`config.mk`:
```
export PLATFORM = sky130hd
export DESIGN_NAME = attn_sequencer_flat
export DESIGN_NICKNAME = d
export VERILOG_FILES = /design/src/hdl/attn_pkg.sv /design/src/hdl/attn_if.sv /design/src/hdl/attn_sequencer.sv /design/src/flat_wrapper.sv
export VERILOG_INCLUDE_DIRS = /design/src /design/src/hdl
export SDC_FILE = /design/constraint.sdc
export NUM_CORES = 1
export LEC_CHECK = 0
export ABC_CLOCK_PERIOD_IN_PS = 2900
export BUFFER_PORTS_ARGS = -buffer_cell sky130_fd_sc_hd__buf_2
export CAP_MARGIN = 10
export CELL_PAD_IN_SITES_DETAIL_PLACEMENT = 0
export CELL_PAD_IN_SITES_GLOBAL_PLACEMENT = 1
export CORE_UTILIZATION = 42
export DETAILED_ROUTE_END_ITERATION = 10
export PLACE_DENSITY_LB_ADDON = 0.12
export SYNTH_ARGS = -nofsm -noshare
export SYNTH_HDL_FRONTEND = slang
export SYNTH_SLANG_ARGS = --single-unit
```
`constraint.sdc`:
```
create_clock -name clk -period 2.9 [get_ports clk]
set_input_delay 0.58 -clock clk [delete_from_list [all_inputs] [get_ports clk]]
set_output_delay 0.58 -clock clk [all_outputs]
set_load 0.01 [all_outputs]
```
`src/hdl/attn_settings.svh`:
```
// fixed 8-wide model; T is limited to 1, 4 or 8 and all widths assume 6-bit X and 8-bit weights
`ifndef ATTN_SETTINGS_SVH
`define ATTN_SETTINGS_SVH

// model dimension, both the row length and the weight matrix size
`define ATTN_DIM        8

// element widths
`define ATTN_X_W        6
`define ATTN_W_W        8
`define ATTN_QKV_W      19
`define ATTN_SCORE_W    37
`define ATTN_OUT_W      59

// Wq, Wk and Wv arrive back to back in one burst
`define ATTN_LOAD_BEATS 192

// clamped scores are divided by this, rounding down
`define ATTN_SCORE_DIV  3

`endif

```
`src/hdl/attn_pkg.sv`:
```
// shared types; the phase order of phase_t is relied on by the sequencer
`include "attn_settings.svh"

package attn_pkg;

    typedef logic signed [`ATTN_X_W-1:0]     x_t;
    typedef logic signed [`ATTN_W_W-1:0]     weight_t;
    typedef logic signed [`ATTN_QKV_W-1:0]   qkv_t;
    // never negative after the clamp, kept signed for the S*V products
    typedef logic signed [`ATTN_SCORE_W-1:0] score_t;
    typedef logic signed [`ATTN_OUT_W-1:0]   out_t;
    typedef logic [3:0]                      tlen_t;
    typedef logic [$clog2(`ATTN_DIM)-1:0]    idx_t;

    // compute phases follow PH_LOAD in issue order
    typedef enum logic [2:0] {
        PH_IDLE,
        PH_LOAD,
        PH_PROJ_Q,
        PH_PROJ_K,
        PH_PROJ_V,
        PH_SCORE,
        PH_WEIGH
    } phase_t;

endpackage

```
`src/hdl/attn_if.sv`:
```
// internal bundles only; no handshake, storage reads are combinational
`include "attn_settings.svh"

// one sequencer step per cycle, never stalled
interface step_if;
    logic             issue;
    attn_pkg::phase_t phase;
    attn_pkg::idx_t   row;
    attn_pkg::idx_t   col;
    logic             last;

    modport drv (output issue, phase, row, col, last);
    modport rcv (input issue, phase, row, col, last);
endinterface


```
`src/hdl/attn_sequencer.sv`:
```
// issues one step per cycle without stall; t_reg must hold 1, 4 or 8 once PH_PROJ_Q starts
`include "attn_settings.svh"

module attn_sequencer (
    input  logic            clk,
    input  logic            rst_n,
    input  logic            in_valid,
    input  logic            load_done,
    input  attn_pkg::tlen_t t_reg,
    step_if.drv             step
);

    // idle cycles so that V and S storage is complete before it is read
    localparam logic [1:0] DRAIN_GAP = 2'd3;

    attn_pkg::phase_t phase;
    attn_pkg::phase_t phase_next;
    attn_pkg::idx_t   row;
    attn_pkg::idx_t   col;
    attn_pkg::idx_t   row_max;
    attn_pkg::idx_t   col_max;
    logic [1:0]       gap;
    logic             row_end;
    logic             col_end;

    assign row_max = attn_pkg::idx_t'(t_reg - 4'd1);
    // score columns run over tokens, every other phase over the model dimension
    assign col_max = (phase == attn_pkg::PH_SCORE) ? row_max
                                                   : attn_pkg::idx_t'(`ATTN_DIM - 1);
    assign row_end = (row == row_max);
    assign col_end = (col == col_max);

    assign step.phase = phase;
    assign step.row   = row;
    assign step.col   = col;
    assign step.issue = (phase >= attn_pkg::PH_PROJ_Q) && (gap == 2'd0);
    assign step.last  = step.issue && row_end && col_end;

    always_comb begin
        case (phase)
            attn_pkg::PH_PROJ_Q: phase_next = attn_pkg::PH_PROJ_K;
            attn_pkg::PH_PROJ_K: phase_next = attn_pkg::PH_PROJ_V;
            attn_pkg::PH_PROJ_V: phase_next = attn_pkg::PH_SCORE;
            attn_pkg::PH_SCORE:  phase_next = attn_pkg::PH_WEIGH;
            default:             phase_next = attn_pkg::PH_IDLE;
        endcase
    end

    // ########################################################################
    // phase FSM with row and column counters
    // ########################################################################
    always_ff @(posedge clk or negedge rst_n) begin
        if (!rst_n) begin
            phase <= attn_pkg::PH_IDLE;
            row   <= '0;
            col   <= '0;
            gap   <= '0;
        end else if (gap != 2'd0) begin
            gap <= gap - 2'd1;
        end else begin
            case (phase)
                attn_pkg::PH_IDLE: begin
                    if (in_valid) begin
                        phase <= attn_pkg::PH_LOAD;
                    end
                end
                attn_pkg::PH_LOAD: begin
                    if (load_done) begin
                        phase <= attn_pkg::PH_PROJ_Q;
                    end
                end
                default: begin
                    col <= col_end ? '0 : col + 1'b1;
                    if (col_end) begin
                        row <= row_end ? '0 : row + 1'b1;
                    end
                    if (step.last) begin
                        phase <= phase_next;
                        // drain after V and after S
                        if (phase == attn_pkg::PH_PROJ_V || phase == attn_pkg::PH_SCORE) begin
                            gap <= DRAIN_GAP;
                        end
                    end
                end
            endcase
        end
    end

    // a new burst must not start while steps of the previous one are still issued
    a_no_issue_during_load: assert property (@(posedge clk) disable iff (!rst_n)
        in_valid |-> !step.issue);

endmodule

```
`src/flat_wrapper.sv`:
```
// flat-port wrapper written by rule: the top's interface ports become plain ports
module attn_sequencer_flat 
  (clk, rst_n, in_valid, load_done, t_reg, step_issue, step_phase, step_row, step_col, step_last);
  step_if step_i ();
  input  logic clk;
  input  logic rst_n;
  input  logic in_valid;
  input  logic load_done;
  input  attn_pkg::tlen_t t_reg;
  output wire logic [$bits(step_i.issue)-1:0] step_issue;
  output wire logic [$bits(step_i.phase)-1:0] step_phase;
  output wire logic [$bits(step_i.row)-1:0] step_row;
  output wire logic [$bits(step_i.col)-1:0] step_col;
  output wire logic [$bits(step_i.last)-1:0] step_last;
  assign step_issue = step_i.issue;
  assign step_phase = step_i.phase;
  assign step_row = step_i.row;
  assign step_col = step_i.col;
  assign step_last = step_i.last;
  attn_sequencer u_core (.clk(clk), .rst_n(rst_n), .in_valid(in_valid), .load_done(load_done), .t_reg(t_reg), .step(step_i));
endmodule
```
==> metrics <==
Placer Congestion=0.731; drt total wl=1550 um; commonest cells after routing, fill and taps aside=17 x buf_2, 11 x dfrtp_1, 9 x inv_1; Die Footprint=2090 sq um; WL/cell=12.2 um; Overflow after GRT=0; Cell Area, Synth=803 sq um; Post-CTS Hold Fix Bufs=0; routed via count=652; CTS tree=built; # nets final=115; RSZ-0062 raised after global routing=false; Die Y=45.7 um; Yosys cell types=34; Routed Antenna Nets=0; final instance area=946 sq um; Max Slew Vio Count=0; Critical Path Start=t_reg[0]; global-route wire length before repair=2500 um; Worst-Skew Late Latency=0.27 ns; Final setup viols=0; sequential fraction of the synthesis area=0.343; Ys Warns=0; PwrDens=894 nW/um^2; Antenna diodes=0; met3 Usage GRT=0.0476; initial antenna violation count=0; Final Cycle Share=0.885; layout cells sized above 1=0.304; most crowded layer after global routing=met2; ys async rst share=1.00; pin count of the biggest net entering global routing=12; Mapped Cells=81; clk sinks=11; Worst-path clk slew=0.08 ns; post-route core utilization=0.536; initial DRC count=11; GR Util All Layers=0.176; Cell Area, Placed=920 sq um; minimum clock period=2.57 ns; Area Overhead vs Synth=17.8%; post-synthesis register bit count=11; core area=1760 sq um; Global Route met1 Usage=0.236; Worst Setup Path Type=in2out; worst hold margin=0.173 ns; met2 Track Usage GR=0.257; status=finished, final reports clean; setup repair bufs after CTS=0; reg-to-reg startpoint=u_core.step.phase[1]; Worst EP required=2.32 ns; worst-path fanout max=5; Fin Setup TNS=0 ns; TritonRoute pass-1 iters=4; vias in the first global route=554; VDD IR max=379 uV; vias per std cell=5.13; die width=45.7 um; CTS buffer count=3; Leakage=0.460 nW; DRC=0; most common cell after layout, fill and taps aside=buf_2; worst-case clock buffer depth=2; Worst Hold Class=in2async; root buffer cell=clkbuf_4; Initial Utilization=0.455; number of synthesized flops with an enable pin=0; syn_area_per_cell=9.92 sq um; Synth Flop Type=dfrtp_1; Max transition margin=0.516; Worst Tran Pin Value=0.720 ns; Clock Skews=0.00777 ns; Std-Cell Rows=15; io pins=19; post-DP HPWL=1160 um; Critical Path End Type=output port; Max Freq=390 MHz; Startpoint Class=input pin; post-cts gate resize count=0; CTS H-tree lvls=1; Max-cap violations=0; I/O Buffers=17; Hold Vio Cnt, Final=0; Critical Path AT=1.99 ns; Synth Net Count=93
worst max-delay path: stages:
cell,delay [ns]
buf_2,0.13
inv_1,0.05
ha_1,0.22
xor2_2,0.28
xnor2_1,0.15
nand3_1,0.11
nor2_1,0.15
nand3_1,0.13
inv_1,0.07
buf_2,0.12
logic make-up (layout without fill, tap and decap cells):
| family | Yosys count | after routing | synth area share |
|---|---|---|---|
| compound gates | 17 | 17 | 0.159 |
| xor+xnor | 6 | 6 | 0.0981 |
| fa+ha+maj | 4 | 4 | 0.0623 |
| buf+inv | 11 | 32 | 0.0607 |
| flops | 11 | 11 | 0.343 |
| mux | 6 | 6 | 0.0763 |
| simple gates | 26 | 26 | 0.201 |
path summary, 6_finish.rpt:
check / depth (start not counted) / slack (ns) / endpoint
setup / recovery: 10 / 0.33 / step_last
hold / removal: 1 / 0.17 / u_core.step.row[2]
setup reg to reg: 6 / 1.01 / u_core.step.phase[0]
hold reg to reg: 2 / 0.54 / u_core.gap[1]
max in group asynchronous: 1 / 2.51 / u_core.step.phase[0]
min in group clk: 2 / 0.54 / u_core.gap[1]
through the flow:
step	setup WS (ns)	power (mW)	instances
floorplan	0.552	0.614	81
global placement	0.333	0.741	123
detailed placement	0.318	0.749	123
CTS	0.316	0.861	127
global route	0.210	0.938	127
finish	0.334	0.846	127
registers in the layout, indices dropped and copies added, names as in the netlist:
| signal | cells |
|---|---|
| u_core.gap | 2 |
| u_core.step.row | 3 |
| u_core.step.col | 3 |
| u_core.step.phase | 3 |
layer usage:
layer,wire [um],part of all wire,vias up
met2,736,0.48,9
li1,-,-,336
met3,41,0.027,2
met1,758,0.49,305
met5,0,0,-
met4,11,0.0071,0
area by class of cell:
cell class / instances / area [sq um]
fillers: 188 / 818
flip-flops and latches: 11 / 275
well taps: 25 / 31.3
repair buffers: 19 / 100
inverters: 9 / 33.8
multi-input cells: 59 / 479
clock buffers: 4 / 26.3
synth_stat cells, types with 2 or more instances:
master	instances	share of area
o211ai_1	2	0.019
o21ai_0	3	0.019
xor2_1	3	0.033
dfrtp_1	11	0.34
mux2i_1	5	0.062
ha_1	4	0.062
nor2_1	4	0.019
inv_1	9	0.042
nand3_1	5	0.031
o21ai_1	2	0.012
nand4_1	2	0.016
o31ai_1	2	0.019
nand2_1	7	0.033
a31oi_1	2	0.016
power breakdown:
group / internal [mW] / total, mW / switching [mW]
Clock: 0.0532 / 0.108 / 0.0548
Combinational: 0.198 / 0.446 / 0.249
Sequential: 0.213 / 0.291 / 0.0781
Note: power is estimated with default switching activity, not from simulation.
