**src/hdl/attn_settings.svh**
```systemverilog
// fixed 8-wide model; T is limited to 1, 4 or 8 and all widths assume 6-bit X and 8-bit weights
`ifndef ATTN_SETTINGS_SVH
`define ATTN_SETTINGS_SVH

// model dimension, both the row length and the weight matrix size
`define ATTN_DIM        8

// element widths
`define ATTN_X_W        6
`define ATTN_W_W        8
`define ATTN_QKV_W      19
`define ATTN_SCORE_W    37
`define ATTN_OUT_W      59

// Wq, Wk and Wv arrive back to back in one burst
`define ATTN_LOAD_BEATS 192

// clamped scores are divided by this, rounding down
`define ATTN_SCORE_DIV  3

`endif

```
**src/hdl/attn_pkg.sv**
```systemverilog
// shared types; the phase order of phase_t is relied on by the sequencer
`include "attn_settings.svh"

package attn_pkg;

    typedef logic signed [`ATTN_X_W-1:0]     x_t;
    typedef logic signed [`ATTN_W_W-1:0]     weight_t;
    typedef logic signed [`ATTN_QKV_W-1:0]   qkv_t;
    // never negative after the clamp, kept signed for the S*V products
    typedef logic signed [`ATTN_SCORE_W-1:0] score_t;
    typedef logic signed [`ATTN_OUT_W-1:0]   out_t;
    typedef logic [3:0]                      tlen_t;
    typedef logic [$clog2(`ATTN_DIM)-1:0]    idx_t;

    // compute phases follow PH_LOAD in issue order
    typedef enum logic [2:0] {
        PH_IDLE,
        PH_LOAD,
        PH_PROJ_Q,
        PH_PROJ_K,
        PH_PROJ_V,
        PH_SCORE,
        PH_WEIGH
    } phase_t;

endpackage

```
**src/hdl/attn_input_buffer.sv**
```systemverilog
// expects in_valid high for exactly 192 beats; X rows at or above T keep stale data
`include "attn_settings.svh"

module attn_input_buffer (
    input  logic              clk,
    input  logic              rst_n,
    input  logic              in_valid,
    input  attn_pkg::tlen_t   t_len,
    input  attn_pkg::x_t      x_in,
    input  attn_pkg::weight_t wq_in,
    input  attn_pkg::weight_t wk_in,
    input  attn_pkg::weight_t wv_in,
    input  attn_pkg::idx_t    x_row_sel,
    input  attn_pkg::idx_t    w_col_sel,
    input  attn_pkg::phase_t  w_mat_sel,
    output attn_pkg::tlen_t   t_reg,
    output logic              load_done,
    output attn_pkg::x_t      x_vec [`ATTN_DIM],
    output attn_pkg::weight_t w_vec [`ATTN_DIM]
);

    localparam logic [7:0] LAST_BEAT = 8'(`ATTN_LOAD_BEATS - 1);

    logic [7:0]        beat;
    attn_pkg::tlen_t   t_cur;
    logic              x_wr;
    attn_pkg::weight_t w_in;
    logic [1:0]        mat_rd;
    attn_pkg::x_t      x_mem [`ATTN_DIM][`ATTN_DIM];
    // index 0 is Wq, 1 is Wk, 2 is Wv
    attn_pkg::weight_t w_mem [3][`ATTN_DIM][`ATTN_DIM];

    // on beat 0 T comes straight from the port, it is latched at the same edge
    assign t_cur = (beat == 8'd0) ? t_len : t_reg;
    assign x_wr  = in_valid && (beat < {1'b0, t_cur, 3'b000});

    // the three matrices come in consecutive 64-beat blocks
    always_comb begin
        case (beat[7:6])
            2'd0:    w_in = wq_in;
            2'd1:    w_in = wk_in;
            default: w_in = wv_in;
        endcase
    end

    always_ff @(posedge clk or negedge rst_n) begin
        if (!rst_n) begin
            beat      <= '0;
            t_reg     <= '0;
            load_done <= 1'b0;
        end else begin
            load_done <= in_valid && (beat == LAST_BEAT);
            if (in_valid) begin
                beat <= (beat == LAST_BEAT) ? 8'd0 : beat + 8'd1;
            end
            if (in_valid && beat == 8'd0) begin
                t_reg <= t_len;
            end
        end
    end

    always_ff @(posedge clk) begin
        if (x_wr) begin
            x_mem[beat[5:3]][beat[2:0]] <= x_in;
        end
        if (in_valid) begin
            w_mem[beat[7:6]][beat[5:3]][beat[2:0]] <= w_in;
        end
    end

    // one X row and one weight column, matrix picked by the projection phase
    always_comb begin
        case (w_mat_sel)
            attn_pkg::PH_PROJ_K: mat_rd = 2'd1;
            attn_pkg::PH_PROJ_V: mat_rd = 2'd2;
            default:             mat_rd = 2'd0;
        endcase
        for (int i = 0; i < `ATTN_DIM; i++) begin
            x_vec[i] = x_mem[x_row_sel][i];
            w_vec[i] = w_mem[mat_rd][i][w_col_sel];
        end
    end

    a_t_legal: assert property (@(posedge clk) disable iff (!rst_n)
        (in_valid && beat == 8'd0) |-> (t_len inside {4'd1, 4'd4, 4'd8}));

endmodule

```
**config.mk**
```make
export PLATFORM = sky130hd
export DESIGN_NAME = attn_input_buffer
export DESIGN_NICKNAME = d
export VERILOG_FILES = /design/src/hdl/attn_pkg.sv /design/src/hdl/attn_input_buffer.sv
export VERILOG_INCLUDE_DIRS = /design/src /design/src/hdl
export SDC_FILE = /design/constraint.sdc
export NUM_CORES = 2
export LEC_CHECK = 0
export ABC_CLOCK_PERIOD_IN_PS = 10600
export BUFFER_PORTS_ARGS = -buffer_cell sky130_fd_sc_hd__buf_2
export CORE_UTILIZATION = 56
export CTS_CLUSTER_SIZE = 16
export DETAILED_ROUTE_END_ITERATION = 10
export PLACE_DENSITY_LB_ADDON = 0.1
export SLEW_MARGIN = 10
export SYNTH_ARGS = -nofsm -noshare
export SYNTH_HDL_FRONTEND = slang
export SYNTH_SLANG_ARGS = --single-unit
```
**constraint.sdc**
```tcl
create_clock -name clk -period 10.6 [get_ports clk]
set_input_delay 0.53 -clock clk [delete_from_list [all_inputs] [get_ports clk]]
set_output_delay 0.53 -clock clk [all_outputs]
set_load 0.02 [all_outputs]
```
==> summary.txt <==
Status
  – Status: finished clean

Hold path
  – Hold path start: t_len[0]
  – Worst hold path class: in -> reg
  – Hold Path Stages: 2
  – Hold endpoint: t_reg[0]

Power and ir drop
  – Total Power: 16.66 mW
  – PD cells: 195.6 nW/um^2
  – Worst VDD drop: 0.0002058 V
  – P_leak: 29.44 nW

Clocking
  – Clk slew on worst S/H paths: 0.06 ns
  – Clk sinks: 1933
  – CTS tree: done
  – CTS max path bufs: 3
  – Latest clock arrival within the worst-skew pair: 0.80 ns
  – H-Tree Depth: 4
  – Setup Fix Bufs, Post-CTS: 0
  – CTS Buf Count: 188
  – Clk root buf: clkbuf_16

Worst setup path
  – FF-to-FF setup slack: 6.19 ns
  – Critical path's top delay family: buffers and inverters
  – Crit. End Element: output port
  – Max stage delay on crit path: 0.89 ns
  – Critical path buffers and inverters: 4
  – Crit path max fanout: 80
  – Worst reg2reg startpoint: beat[3]
  – WP data arrival: 4.13 ns
  – Reg2Reg Depth: 8
  – CP Class: in -> out
  – CP required: 10.07 ns
  – CP Cell Sequence: buf_8 > buf_4 > buf_4 > mux2i_1 > mux2i_1 > o22ai_1 > nor3_1 > buf_2
  – R2R Path End: x_mem[6][12]
  – Slowest-stage cell, CP: buf_4
  – CP startpoint kind: input port

Finish
  – Largest register FFs: 1536
  – Area grow syn2layout: 11.60%
  – Share of cells above drive strength 1: 0.1987
  – Nets: 4179
  – Commonest cells after routing, fill and taps aside: edfxtp_1, mux2i_1, mux4_2, clkbuf_16, o22ai_1
  – Area of the multi-input gates: 17270 sq um
  – Sequential Area: 57980 sq um
  – Most common cell after layout, fill and taps aside: edfxtp_1
  – Number of fill cells in the layout: 9286
  – Non-filler instance count after layout: 6066

Die
  – FP Rows: 135
  – Die X: 371.2 um
  – Die ar.: 137800 sq um
  – Core area: 135300 sq um
  – Die height: 371.2 um
  – Io pins: 163
  – Initial Util: 0.5642

Synth
  – Mean Syn Cell Area: 19.53 sq um
  – Cells after synthesis: 3908
  – FF+latch count, synth: 1933
  – Largest area contributor in the netlist: edfxtp_1
  – Synthesis Warnings: 0
  – Post-synthesis net count: 3959
  – Unique cell type count in the Yosys netlist: 42
  – Post-Syn Area: 76340 sq um
  – Synth top area cells: edfxtp_1, mux2i_1, mux4_2
  – Post-synthesis sequential area ratio: 0.7595
  – Post-synth top area share: 0.7552

Timing
  – Fin Setup TNS: 0 ns
  – Slew Limit Fails: 0
  – Final setup fails: 0
  – Final worst-path cycle share: 0.4399
  – Clk_skew: 0.02314 ns
  – Slew of the pin with the lowest slew margin: 1.238 ns
  – Final Hold Viols: 0
  – Crit path time final: 4.662 ns
  – RSZ-0062 raised after global routing: no
  – WHS: 0.08094 ns
  – Peak Freq: 0.2145 GHz
  – Relative slew slack: 0.1748

Routing
  – Routed WL: 178900 um
  – Via Count: 38020
  – Vias per cell: 6.267
  – Routed Antenna Nets: 0
  – DRC violation total after the first TritonRoute iteration: 3988
  – Post-route DRC: 0
  – Initial DRT Pass Iterations: 6
  – DR WL/cell: 29.50 um

Global route
  – First-pass GRT wire length: 259000 um
  – Total Routing Usage GR: 0.2614
  – Initial antenna violation count: 7
  – Vias in the first global route: 37560
  – Grt ovf: 0
  – Largest net degree at the start of global routing: 193

Place
  – HPWL after detailed placement: 104500 um
  – PortBufs: 162
  – Cell Count Post-Placement: 5715
  – GPL Wtd Cong: 0.7984

Run
  – MaxCap Viol Count: 0
==> cells in the mapped netlist, drive strengths merged <==
cell       n
edfxtp  1920
mux2i    776
mux4     225
o22ai    191
nor2     190
buf      177
nor3      84
nand2     69
clkbuf    64
nor4      62
mux2      52
dfrtp     13
nand3     13
o21ai     11
nand2b     8
nor2b      7
or3        6
ha         5
and3       4
xor2       4
nand3b     3
nand4      3
a21oi      2
and2       2
and4       2
inv        2
nor3b      2
nor4b      2
or2        2
clkinv     1
nand4b     1
o211ai     1
o311ai     1
o31ai      1
or3b       1
xnor2      1
==> through the flow <==
| stage | instance area (sq um) | utilization | worst slack [ns] |
|---|---|---|---|
| final | 85200 | 0.6297 | 5.938 |
| after global placement | 79060 | 0.5843 | 6.003 |
| after floorplan | 76340 | - | 0.4253 |
| after CTS | 85100 | 0.6290 | 5.973 |
| after global routing | 85190 | 0.6297 | 5.748 |
| after detailed placement | 79080 | 0.5845 | 5.999 |
==> layout make-up <==
| type | instances | area share |
|---|---|---|
| Multi-Input combinational cell | 1731 | 0.2027 |
| Sequential cell | 1933 | 0.6806 |
| Timing Repair Buffer | 271 | 0.02012 |
| Clock buffer | 246 | 0.06074 |
| Antenna cell | 2 | 0.00005874 |
| Inverter | 3 | 0.0001322 |
| Tap cell | 1781 | 0.02616 |
| Clock inverter | 99 | 0.009546 |
==> cell families (layout without fill, tap and decap cells) <==
family,count (synthesis),after routing,share of synthesized area
muxes,1053,1053,0.1758
DFF,1933,1933,0.7595
xor gates and xnor gates,5,5,0.0005736
and+or+nand+nor,461,461,0.02906
adders and majority gates,5,5,0.0008195
buffers and inverters,244,619,0.01742
AOI/OAI and AO/OA,207,207,0.01682
other,0,2,0
==> worst max-delay path by stage <==
| stage | start | to | slack (ns) | cells past startpoint |
|---|---|---|---|---|
| CTS | w_col_sel[0] | w_vec[62] | 5.97 | 7 |
| finish | w_col_sel[0] | w_vec[48] | 5.94 | 8 |
| floorplan | beat[6] | w_mem[0][0] | 0.43 | 4 |
| global placement | w_col_sel[0] | w_vec[58] | 6.00 | 7 |
| detailed placement | w_col_sel[0] | w_vec[62] | 6.00 | 7 |
| global route | w_col_sel[0] | w_vec[48] | 5.75 | 8 |
==> metal layers <==
metal / track usage / vias to the layer above / routed length [um]
met5: 0 / - / 69
met4: 0.07162 / 10 / 3882
met3: 0.04653 / 232 / 12390
met1: 0.3897 / 20060 / 78180
li1: - / 16330 / -
met2: 0.4008 / 1387 / 84420
==> report_power, final <==
group / switching, mW / internal [mW]
clock network: 2.77 / 3.74
registers: 0.0735 / 8.60
logic: 1.09 / 0.380
==> worst register-to-register path, stage by stage, from the launching register on <==
cell and delay [ns]:
dfrtp_1 0.69, nor3_1 0.71, nand2_1 0.28, mux2i_1 0.28, ha_1 0.28, a21oi_1 0.14
o211ai_1 0.10, buf_4 0.38, nor4_1 1.17
==> timing repair <==
item                                   CTS  global route
gates resized for setup                  0             0
endpoints found under the hold margin   16             0
hold buffers                             4             0
Note: power is estimated with default switching activity, not from simulation.
